$ cat src/cga_idb_pkg.sv
// shared widths, address map and read-back layouts for the IDB read-back path.
// widths are fixed by the register layout and are not meant to be changed.
package cga_idb_pkg;

  // internal data bus and wishbone data width.
  localparam int IDB_W = 16;

  // wishbone word address width.
  localparam int ADR_W = 3;

  // read-back address map. addresses 5 to 7 return the external data.
  localparam logic [ADR_W-1:0] ADR_PGS     = 3'd0;
  localparam logic [ADR_W-1:0] ADR_PCR     = 3'd1;
  localparam logic [ADR_W-1:0] ADR_PICS    = 3'd2;
  localparam logic [ADR_W-1:0] ADR_PICV    = 3'd3;
  localparam logic [ADR_W-1:0] ADR_PICMASK = 3'd4;

  // pcr bits that read back, bits 6 to 3 read as zero.
  localparam logic [IDB_W-1:0] PCR_RB_MASK = 16'hff87;

  // page-status word layout.
  // bits 13 and 12 always read zero.
  localparam int PGS_FETCH_BIT = 15;
  localparam int PGS_VALID_BIT = 14;
  localparam int PGS_PAGE_W    = 12;

  // interrupt level number width and number of levels.
  localparam int PIC_LVL_W  = 3;
  localparam int PIC_LEVELS = 8;

  // interrupt status word, level in bits 2 to 0, status pins above it.
  localparam int PICS_HIGS_BIT = 3;
  localparam int PICS_LOGS_BIT = 4;

  // interrupt vector word, level in bits 2 to 0, pd above it.
  localparam int PICV_PD_BIT = 3;

endpackage
$ cat src/cga_idb_if.sv
// decoded read enables, one-cycle strobes and latched write data.
// enables are active low, at most one is low at a time.
`timescale 1ns/100ps

interface cga_idb_if import cga_idb_pkg::*; ();

  // read enables, low while the matching address is on the bus.
  logic             epgs_n;
  logic             epcr_n;
  logic             epics_n;
  logic             epicv_n;
  logic             epicmask_n;

  // single-cycle strobes, high during the ack cycle.
  logic             rd_pgs;
  logic             rd_picv;
  logic             wr_pcr;
  logic             wr_mask;

  // write data, held from the start of the transfer.
  logic [IDB_W-1:0] wdat;

  modport dec (
    output epgs_n, epcr_n, epics_n, epicv_n, epicmask_n,
    output rd_pgs, rd_picv, wr_pcr, wr_mask, wdat
  );

  modport sel (input epgs_n, epcr_n, epics_n, epicv_n, epicmask_n);

  modport pgs (input rd_pgs);

  modport pic (input rd_picv, wr_mask, wdat);

endinterface

$ cat src/cga_idb_top.sv
// IDB read-back path top level with plain ports.
// dat_o follows the IDB and is only meaningful while ack is high.
// addresses 5 to 7 return ext_data unchanged.
`timescale 1ns/100ps

module cga_idb_top
  import cga_idb_pkg::*;
(
  input  logic                  mclk,
  input  logic                  reset,
  input  logic                  cyc,
  input  logic                  stb,
  input  logic                  we,
  input  logic [ADR_W-1:0]      adr,
  input  logic [IDB_W-1:0]      dat_i,
  output logic [IDB_W-1:0]      dat_o,
  output logic                  ack,
  input  logic [IDB_W-1:0]      ext_data,
  input  logic                  fetch_n,
  input  logic                  vacc_n,
  input  logic                  pviol,
  input  logic [PGS_PAGE_W-1:0] la,
  input  logic [PIC_LEVELS-1:0] irq_req,
  input  logic                  higs_n,
  input  logic                  logs_n,
  input  logic                  pd
);

  logic [IDB_W-1:0]     pcr;
  logic [IDB_W-1:0]     pgs;
  logic [IDB_W-1:0]     picmask;
  logic [PIC_LVL_W-1:0] pics;
  logic [PIC_LVL_W-1:0] picv;

  // enables, strobes and write data between the blocks.
  cga_idb_if idb_bus ();

  cga_regif regif_i (
    .mclk  (mclk),
    .reset (reset),
    .cyc   (cyc),
    .stb   (stb),
    .we    (we),
    .adr   (adr),
    .dat_i (dat_i),
    .ack   (ack),
    .pcr   (pcr),
    .bus   (idb_bus.dec)
  );

  // the selected IDB word is the read data.
  cga_idbctl idbctl_i (
    .bus      (idb_bus.sel),
    .ext_data (ext_data),
    .pcr      (pcr),
    .pgs      (pgs),
    .picmask  (picmask),
    .pics     (pics),
    .picv     (picv),
    .higs_n   (higs_n),
    .logs_n   (logs_n),
    .pd       (pd),
    .idb      (dat_o)
  );

  cga_pgsreg pgsreg_i (
    .mclk    (mclk),
    .reset   (reset),
    .fetch_n (fetch_n),
    .vacc_n  (vacc_n),
    .pviol   (pviol),
    .la      (la),
    .bus     (idb_bus.pgs),
    .pgs     (pgs)
  );

  cga_intctl intctl_i (
    .mclk    (mclk),
    .reset   (reset),
    .irq_req (irq_req),
    .bus     (idb_bus.pic),
    .picmask (picmask),
    .pics    (pics),
    .picv    (picv)
  );

endmodule

$ cat src/cga_intctl.sv
// 8-level interrupt controller with sticky pending bits.
// level 7 has the highest priority, level 0 reads as "none" too.
// a vector read acknowledges the shown level, nothing happens if none is pending.
`timescale 1ns/100ps

module cga_intctl
  import cga_idb_pkg::*;
(
  input  logic                  mclk,
  input  logic                  reset,
  input  logic [PIC_LEVELS-1:0] irq_req,
  cga_idb_if.pic                bus,
  output logic [IDB_W-1:0]      picmask,
  output logic [PIC_LVL_W-1:0]  pics,
  output logic [PIC_LVL_W-1:0]  picv
);

  logic [PIC_LEVELS-1:0] pending;
  logic [PIC_LEVELS-1:0] active;
  logic [PIC_LEVELS-1:0] clr;
  logic                  any_active;
  logic                  do_ack;

  // only levels enabled in the low mask byte can be served.
  assign active     = pending & picmask[PIC_LEVELS-1:0];
  assign any_active = |active;

  // acknowledge only when the vector points at a real request.
  assign do_ack = bus.rd_picv & any_active;

  // highest active level wins, later loop passes override earlier ones.
  always_comb begin
    picv = '0;
    for (int i = 0; i < PIC_LEVELS; i++) begin
      if (active[i]) begin
        picv = i[PIC_LVL_W-1:0];
      end
    end
  end

  // one-hot clear of the level being acknowledged.
  always_comb begin
    clr = '0;
    if (do_ack) begin
      clr[picv] = 1'b1;
    end
  end

  // pending bits are sticky.
  // a new request on the same edge as the clear is kept.
  always_ff @(posedge mclk) begin
    if (reset) begin
      pending <= '0;
    end else begin
      pending <= (pending & ~clr) | irq_req;
    end
  end

  // in-service level, loaded on acknowledge.
  always_ff @(posedge mclk) begin
    if (reset) begin
      pics <= '0;
    end else if (do_ack) begin
      pics <= picv;
    end
  end

  // mask register.
  // upper byte is plain software storage and reads back unchanged.
  always_ff @(posedge mclk) begin
    if (reset) begin
      picmask <= '0;
    end else if (bus.wr_mask) begin
      picmask <= bus.wdat;
    end
  end

endmodule

$ cat src/cga_pgsreg.sv
// page-status register, holds the first protection violation.
// it stays locked until a read of the word clears the valid bit.
// page and fetch bits keep their last value after the clear.
`timescale 1ns/100ps

module cga_pgsreg
  import cga_idb_pkg::*;
(
  input  logic                  mclk,
  input  logic                  reset,
  input  logic                  fetch_n,
  input  logic                  vacc_n,
  input  logic                  pviol,
  input  logic [PGS_PAGE_W-1:0] la,
  cga_idb_if.pgs                bus,
  output logic [IDB_W-1:0]      pgs
);

  logic                  fetch;
  logic                  valid;
  logic [PGS_PAGE_W-1:0] page;
  logic                  capture;

  // a violation on a valid access, taken only while unlocked.
  assign capture = pviol & ~vacc_n & ~valid;

  always_ff @(posedge mclk) begin
    if (reset) begin
      fetch <= 1'b0;
      valid <= 1'b0;
      page  <= '0;
    end else if (capture) begin
      // fetch bit is high for an instruction fetch.
      fetch <= ~fetch_n;
      valid <= 1'b1;
      page  <= la;
    end else if (bus.rd_pgs) begin
      // read unlocks, the rest of the word stays.
      valid <= 1'b0;
    end
  end

  // assemble the status word, bits 13 and 12 stay zero.
  always_comb begin
    pgs                   = '0;
    pgs[PGS_FETCH_BIT]    = fetch;
    pgs[PGS_VALID_BIT]    = valid;
    pgs[PGS_PAGE_W-1:0]   = page;
  end

endmodule

$ cat src/cga_idbctl.sv
// IDB source selector, an AND-OR of the enabled source per bit.
// with no enable low the external data drives the bus.
// enables come straight from the decoder, no registering here.
`timescale 1ns/100ps

module cga_idbctl
  import cga_idb_pkg::*;
(
  cga_idb_if.sel               bus,
  input  logic [IDB_W-1:0]     ext_data,
  input  logic [IDB_W-1:0]     pcr,
  input  logic [IDB_W-1:0]     pgs,
  input  logic [IDB_W-1:0]     picmask,
  input  logic [PIC_LVL_W-1:0] pics,
  input  logic [PIC_LVL_W-1:0] picv,
  input  logic                 higs_n,
  input  logic                 logs_n,
  input  logic                 pd,
  output logic [IDB_W-1:0]     idb
);

  logic             en_pgs;
  logic             en_pcr;
  logic             en_pics;
  logic             en_picv;
  logic             en_mask;
  logic             en_ext;
  logic [IDB_W-1:0] pgs_word;
  logic [IDB_W-1:0] pics_word;
  logic [IDB_W-1:0] picv_word;

  // active-high enables.
  assign en_pgs  = ~bus.epgs_n;
  assign en_pcr  = ~bus.epcr_n;
  assign en_pics = ~bus.epics_n;
  assign en_picv = ~bus.epicv_n;
  assign en_mask = ~bus.epicmask_n;

  // external data only when no internal source is picked.
  assign en_ext = bus.epgs_n & bus.epcr_n & bus.epics_n & bus.epicv_n & bus.epicmask_n;

  // read-back words, unused bits held at zero.
  always_comb begin
    pgs_word                   = '0;
    pgs_word[PGS_FETCH_BIT]    = pgs[PGS_FETCH_BIT];
    pgs_word[PGS_VALID_BIT]    = pgs[PGS_VALID_BIT];
    pgs_word[PGS_PAGE_W-1:0]   = pgs[PGS_PAGE_W-1:0];

    // status word carries the in-service level and the status pins.
    pics_word                  = '0;
    pics_word[PIC_LVL_W-1:0]   = pics;
    pics_word[PICS_HIGS_BIT]   = higs_n;
    pics_word[PICS_LOGS_BIT]   = logs_n;

    // vector word carries the next level and pd.
    picv_word                  = '0;
    picv_word[PIC_LVL_W-1:0]   = picv;
    picv_word[PICV_PD_BIT]     = pd;
  end

  // one AND-OR term per source.
  assign idb = ({IDB_W{en_pgs}}  & pgs_word)
             | ({IDB_W{en_pcr}}  & pcr & PCR_RB_MASK)
             | ({IDB_W{en_pics}} & pics_word)
             | ({IDB_W{en_picv}} & picv_word)
             | ({IDB_W{en_mask}} & picmask)
             | ({IDB_W{en_ext}}  & ext_data);

endmodule

$ cat src/cga_regif.sv
// wishbone classic slave for the IDB read-back path.
// ack comes one cycle after cyc and stb are seen and lasts one cycle.
// register updates land on the edge that ends ack, so read data in the
// ack cycle still shows the state from before the access.
`timescale 1ns/100ps

module cga_regif
  import cga_idb_pkg::*;
(
  input  logic             mclk,
  input  logic             reset,
  input  logic             cyc,
  input  logic             stb,
  input  logic             we,
  input  logic [ADR_W-1:0] adr,
  input  logic [IDB_W-1:0] dat_i,
  output logic             ack,
  output logic [IDB_W-1:0] pcr,
  cga_idb_if.dec           bus
);

  logic req;
  logic start;

  // a transfer is open while cyc and stb are both high.
  assign req = cyc & stb;

  // first cycle of a transfer, ack not yet given.
  assign start = req & ~ack;

  // address decode into active-low read enables.
  // addresses 5 to 7 leave every enable high, so the external data shows.
  always_comb begin
    bus.epgs_n     = ~(req & (adr == ADR_PGS));
    bus.epcr_n     = ~(req & (adr == ADR_PCR));
    bus.epics_n    = ~(req & (adr == ADR_PICS));
    bus.epicv_n    = ~(req & (adr == ADR_PICV));
    bus.epicmask_n = ~(req & (adr == ADR_PICMASK));
  end

  // ack and the strobes rise together on the edge after start.
  // a master that drops stb first never reaches this edge, so no strobe fires.
  always_ff @(posedge mclk) begin
    if (reset) begin
      ack         <= 1'b0;
      bus.rd_pgs  <= 1'b0;
      bus.rd_picv <= 1'b0;
      bus.wr_pcr  <= 1'b0;
      bus.wr_mask <= 1'b0;
    end else begin
      ack         <= start;
      // reads with side effects.
      bus.rd_pgs  <= start & ~we & (adr == ADR_PGS);
      bus.rd_picv <= start & ~we & (adr == ADR_PICV);
      // writable registers, writes elsewhere are dropped.
      bus.wr_pcr  <= start & we & (adr == ADR_PCR);
      bus.wr_mask <= start & we & (adr == ADR_PICMASK);
    end
  end

  // write data is captured with the strobe and held through ack.
  always_ff @(posedge mclk) begin
    if (start) begin
      bus.wdat <= dat_i;
    end
  end

  // paging control register.
  // all 16 bits are stored, the read-back mask sits in the selector.
  always_ff @(posedge mclk) begin
    if (reset) begin
      pcr <= '0;
    end else if (bus.wr_pcr) begin
      pcr <= bus.wdat;
    end
  end

endmodule

$ cat config.mk
export PLATFORM = sky130hd
export DESIGN_NAME = cga_idb_top
export DESIGN_NICKNAME = d
export VERILOG_FILES = /design/src/cga_idb_pkg.sv /design/src/cga_idb_if.sv /design/src/cga_idb_top.sv /design/src/cga_intctl.sv /design/src/cga_pgsreg.sv /design/src/cga_idbctl.sv /design/src/cga_regif.sv
export SDC_FILE = /design/constraint.sdc
export NUM_CORES = 1
export LEC_CHECK = 0
export BUFFER_PORTS_ARGS = -buffer_cell sky130_fd_sc_hd__buf_4
export CORE_MARGIN = 2
export CORE_UTILIZATION = 53
export CTS_CLUSTER_SIZE = 16
export DETAILED_ROUTE_END_ITERATION = 8
export PLACE_DENSITY = 0.79
export SYNTH_ARGS = -nofsm -noshare
export SYNTH_HDL_FRONTEND = slang
export SYNTH_HIERARCHICAL = 1
export SYNTH_SLANG_ARGS = --single-unit
export TNS_END_PERCENT = 30
$ cat constraint.sdc
create_clock -name mclk -period 1.8 [get_ports mclk]
set_input_delay 0.18 -clock mclk [delete_from_list [all_inputs] [get_ports mclk]]
set_output_delay 0.18 -clock mclk [all_outputs]
set_load 0.02 [all_outputs]
==> summary.txt, run 1 <==
Drt
  • Initial DRC Count: 119
  • DR vias: 2837
  • DRC Markers: 0
  • Mean routed wirelength per cell: 16.6 um
  • TritonRoute pass-1 iters: 4
  • DRT antenna net count: 0
  • WL final: 8.58 mm
  • Vias/cell: 5.48

Power
  • VDD IR-drop max: 0.646 mV
  • Power Total: 0.00364 W
  • PwrDens: 777 mW/mm^2
  • Leak pwr: 1.96 nW

Final layout
  • Fin nets: 504
  • Final core occ: 77.8%
  • # diodes: 0
  • Post-route cell area: 0.00469 mm^2
  • Syn-to-layout area delta: 39.8%
  • Most frequent cells in the layout: buf_4 (108), dfxtp_1 (55), mux2i_1 (41)
  • Most common cell after layout, fill and taps aside: buf_4
  • Share of cells above drive strength 1: 39.1%

Floorplan
  • Die W: 83.5 um
  • Starting density of the core: 55.6%
  • Die Height: 83.5 um
  • DIE AREA: 0.00698 mm^2
  • Core area: 0.00603 mm^2
  • Io pins: 83
  • Site row count: 28

Global route
  • Total GRT Usage: 25.4%
  • Global-route wire length before repair: 14.0 mm
  • Largest net degree at the start of global routing: 57
  • Initial antenna violation count: 0
  • Vias in the first global route: 2913
  • GR Overflow Total: 0

Timing
  • Fin crit period: 2.02 ns
  • Final Setup Violations: 16
  • Setup TNS: -2.13 ns
  • Peak Freq: 496 MHz
  • Worst-Margin Slew: 0.726 ns
  • Unrepaired setup endpoints after global routing: true
  • Final Slew Violations: 0
  • Max Clock Skew: 0.00830 ns
  • Rel. slew slack: 51.5%
  • Fin crit share: 112%
  • Final hold violation count: 0
  • Setup ws final: -0.216 ns

Clocking
  • CTS max path bufs: 2
  • Clock sink total: 74
  • CTS H-tree lvls: 3
  • Cts bufs inserted: 9
  • Clk slew on worst S/H paths: 0.08 ns
  • Worst skew pair latency: 0.34 ns
  • CTS tree: built
  • Clk root buf: clkbuf_8

Placement
  • GPL Wtd Cong: 0.945
  • Placed inst area: 0.00421 mm^2
  • PortBufs: 82
  • Placement Setup Slack: -0.176 ns
  • Placed wire-length estimate: 6.07 mm

Run
  • Max-Cap Viols: 0

Logic synthesis
  • Yosys warns: 6
  • Synth Cell Area: 0.00335 mm^2
  • Syn nets: 376
  • Avg Inst Size Synth: 10.8 um^2
  • Cells after Synth: 310

Worst setup path
  • CP Class: flip-flop to output pin
  • Crit Path Max Fanout: 2
  • WP data required: 1.62 ns
  • Arr. time, crit path: 1.84 ns
  • Crit path capture type: output pin
  • Worst setup SP type: flip-flop

Worst hold path
  • Hold WC Path Type: input pin to flip-flop

Run status
  • Failing checks: setup timing
  • Status: complete, but fails checks
==> path summary, 6_finish.rpt <==
kind / startpoint / endpoint / slack (ns) / cells past startpoint
setup / recovery: intctl_i/picmask[5] / dat_o[0] / -0.22 / 7
hold reg to reg: pgsreg_i/page[5] / pgsreg_i/page[5] / 0.48 / 2
hold / removal: irq_req[4] / intctl_i/pending[4] / 0.05 / 3
setup reg to reg: intctl_i/picmask[6] / intctl_i/pics[0] / 0.23 / 5
==> cell type report <==
cell class                 count  area, um^2
sequential                    74        1650
multi-input combinational    210        1600
fill                         418        1340
timing repair buffer         134        1090
clock buffer                  11         141
tap                           75        93.8
clock inverter                 5        77.6
inverter                       9        33.8
==> per-stage QoR <==
stage / std cells / hold slack [ns]
2_1_floorplan: 310 / 0.258
3_3_place_gp: 482 / 0.358
3_5_place_dp: 482 / 0.359
4_1_cts: 517 / 0.0370
5_1_grt: 518 / 0.0664
6_report: 518 / 0.0521
==> report_power, final <==
group	total (W)	switching (W)	leakage, nW	internal (W)
logic	0.000450	0.000190	1.23	0.000260
clock network	0.00141	0.000595	0.109	0.000814
registers	0.00178	0.0000376	0.622	0.00175
==> worst max-delay path: stages, from the launching register on <==
cell and delay (ns):
dfxtp_2 0.34, a22o_4 0.26, a31o_4 0.22, nand3_2 0.07, nand2_1 0.06, a22o_1 0.17, a211o_1 0.24, buf_6 0.13
==> sequential cells by signal, indices dropped and copies added (netlist names), 3 cells and up <==
| register | cells |
|---|---|
| intctl_i/pending | 8 |
| intctl_i/picmask | 16 |
| intctl_i/pics | 3 |
| pgsreg_i/page | 12 |
| regif_i/bus.wdat | 16 |
| regif_i/pcr | 12 |
==> routing by layer <==
layer	vias to the layer above	track usage (%)	share of wire (%)
met5	-	0	0
li1	1393	-	-
met4	0	11.7	1.9
met2	114	41.2	47
met1	1314	33.2	43
met3	16	4.45	7.3
==> timing repair <==
action,4_1_cts,5_1_grt
resized for setup,15,7
setup endpoints to repair,16,16
hold buffers,16,0
pin swaps,9,9
setup buffers,3,1
endpoints found under the hold margin,16,0
(Power assumes the default switching activity.)
==> run 2: changes to the inputs <==
--- a/config.mk
+++ b/config.mk
@@ -11,6 +11,7 @@
 export CTS_CLUSTER_SIZE = 16
 export DETAILED_ROUTE_END_ITERATION = 8
 export PLACE_DENSITY = 0.79
+export RECOVER_POWER = 50
 export SYNTH_ARGS = -nofsm -noshare
 export SYNTH_HDL_FRONTEND = slang
 export SYNTH_HIERARCHICAL = 1
==> run 2 against run 1 <==
  * The flow still finishes with violations (setup timing)
  * Total power about the same
  * Wire length hardly changed
  * Combinational power is 1% lower
  * Global-route usage unchanged
  * Hold slack worse by 0.0039 ns
  * Critical path depth unchanged
  * Cell count did not move
  * Sequential power about the same
  * Largest cell class unchanged
==> summary.txt, run 2 (synthesis gave the netlist of run 1 again) <==
Worst setup path
  • Reg2Reg Setup Slack: 0.21 ns
  • CP Class: flip-flop to output pin
  • Crit Reg-Reg Endpoint: intctl_i/pics[0]
  • Worst R2R Start: intctl_i/picmask[6]
  • Crit Path Max Fanout: 2
  • Launch point of the worst path: intctl_i/picmask[5]
  • Crit path cell chain: a22o_4 -> a31o_4 -> nand3_2 -> nand2_1 -> a22o_1 -> a211o_1 -> buf_6
  • Crit. path cell count: 7
  • Arr. time, crit path: 1.84 ns
  • CP delay by family, top: compound AO/OA/AOI/OAI gates
  • WP data required: 1.62 ns
  • Crit path buf inv count: 1
  • Worst path max stage delay: 0.33 ns
  • Worst setup endpoint: dat_o[0]
  • Reg2Reg Depth: 5
  • Worst setup SP type: flip-flop
  • Crit path capture type: output pin
  • Slowest stage cell, crit path: dfxtp_2

Final layout
  • Most common cell after layout, fill and taps aside: buf_4
  • Post-route cell area: 0.00467 mm^2
  • Final core occ: 77.5%
  • Fill count: 425
  • Share of cells above drive strength 1: 38.4%
  • # diodes: 0
  • Biggest regs: intctl_i/picmask (16), regif_i/bus.wdat (16)
  • Fin nets: 504
  • Most frequent cells in the layout: buf_4 (90), dfxtp_1 (55), mux2i_1 (41)
  • Syn-to-layout area delta: 39.2%

Floorplan
  • Core area: 0.00603 mm^2
  • DIE AREA: 0.00698 mm^2
  • Die Height: 83.5 um
  • Die W: 83.5 um
  • Starting density of the core: 55.6%
  • Site row count: 28
  • Io pins: 83

Drt
  • DRC Markers: 0
  • Vias/cell: 5.49
  • Mean routed wirelength per cell: 16.6 um
  • TritonRoute pass-1 iters: 5
  • DR vias: 2845
  • Initial DRC Count: 136
  • DRT antenna net count: 0
  • WL final: 8.58 mm

Power
  • PwrDens: 780 mW/mm^2
  • VDD IR-drop max: 0.646 mV
  • Leak pwr: 1.95 nW
  • Power Total: 0.00364 W

Run status
  • Status: complete, but fails checks
  • Failing checks: setup timing

Global route
  • Vias in the first global route: 2913
  • GR Overflow Total: 0
  • Largest net degree at the start of global routing: 57
  • Global-route wire length before repair: 14.0 mm
  • Initial antenna violation count: 0
  • Total GRT Usage: 25.4%

Timing
  • Rel. slew slack: 49.6%
  • Fin crit share: 112%
  • Peak Freq: 495 MHz
  • Final hold violation count: 0
  • Unrepaired setup endpoints after global routing: true
  • Fin crit period: 2.02 ns
  • Worst-Margin Slew: 0.754 ns
  • Max Clock Skew: 0.00809 ns
  • Setup ws final: -0.221 ns
  • Final Setup Violations: 16
  • Final Slew Violations: 0
  • Setup TNS: -2.37 ns

Clocking
  • Clk root buf: clkbuf_8
  • Clock sink total: 74
  • CTS H-tree lvls: 3
  • CTS tree: built
  • Worst skew pair latency: 0.35 ns
  • Cts bufs inserted: 9
  • Clk slew on worst S/H paths: 0.08 ns
  • CTS max path bufs: 2

Placement
  • Placed inst area: 0.00421 mm^2
  • GPL Wtd Cong: 0.945
  • PortBufs: 82
  • Placement Setup Slack: -0.176 ns
  • Placed wire-length estimate: 6.07 mm

Worst hold path
  • Hold WC Path Type: input pin to flip-flop
  • WHS Path Cells: 3

Run
  • Max-Cap Viols: 0
[run 2: tightest hold or removal path: stages]
cell and delay [ns]:
buf_4 0.08, a21oi_1 0.03, nor2_1 0.08
[run 2: timing repair]
item	4_1_cts	5_1_grt
hold buffers	16	0
pin swaps	9	9
hold endpoints to repair	16	0
endpoints found under the setup margin	16	16
setup buffers	3	1
resized for setup	15	7
[run 2: cell type report]
| type | instances | area [um^2] | area share (%) |
|---|---|---|---|
| inverter | 9 | 33.8 | 0.724 |
| sequential | 74 | 1650 | 35.2 |
| tap | 75 | 93.8 | 2.01 |
| multi-input combinational | 210 | 1590 | 34.1 |
| clock buffer | 11 | 141 | 3.03 |
| timing repair buffer | 134 | 1080 | 23.2 |
| clock inverter | 5 | 77.6 | 1.66 |
[run 2: metal layers]
metal	global-route usage [%]	routed length [um]	vias up
li1	-	-	1394
met3	4.45	506	17
met1	33.2	3810	1334
met4	11.7	193	0
met5	0	0	-
met2	41.2	4070	100
[run 2: stage by stage]
| stage | hold WS, ns | cells |
|---|---|---|
| floorplan | 0.258 | 310 |
| global placement | 0.358 | 482 |
| detailed placement | 0.359 | 482 |
| CTS | 0.0370 | 517 |
| global route | 0.0664 | 518 |
| finish | 0.0482 | 518 |
[run 2: worst min path at each step]
stage | startpoint | end | slack [ns]
6_report | irq_req[4] | intctl_i/pending[4] | 0.05
5_1_grt | irq_req[5] | intctl_i/pending[5] | 0.07
4_1_cts | irq_req[4] | intctl_i/pending[4] | 0.04
3_5_place_dp | dat_i[7] | regif_i/bus.wdat[7] | 0.36
3_3_place_gp | dat_i[15] | regif_i/bus.wdat[15] | 0.36
2_1_floorplan | reset | regif_i/bus.wr_mask | 0.26
[run 2: power by group]
group | internal, W | switching [W]
Combinational | 0.000257 | 0.000189
Sequential | 0.00175 | 0.0000369
Clock | 0.000814 | 0.000598
Total | 0.00282 | 0.000823
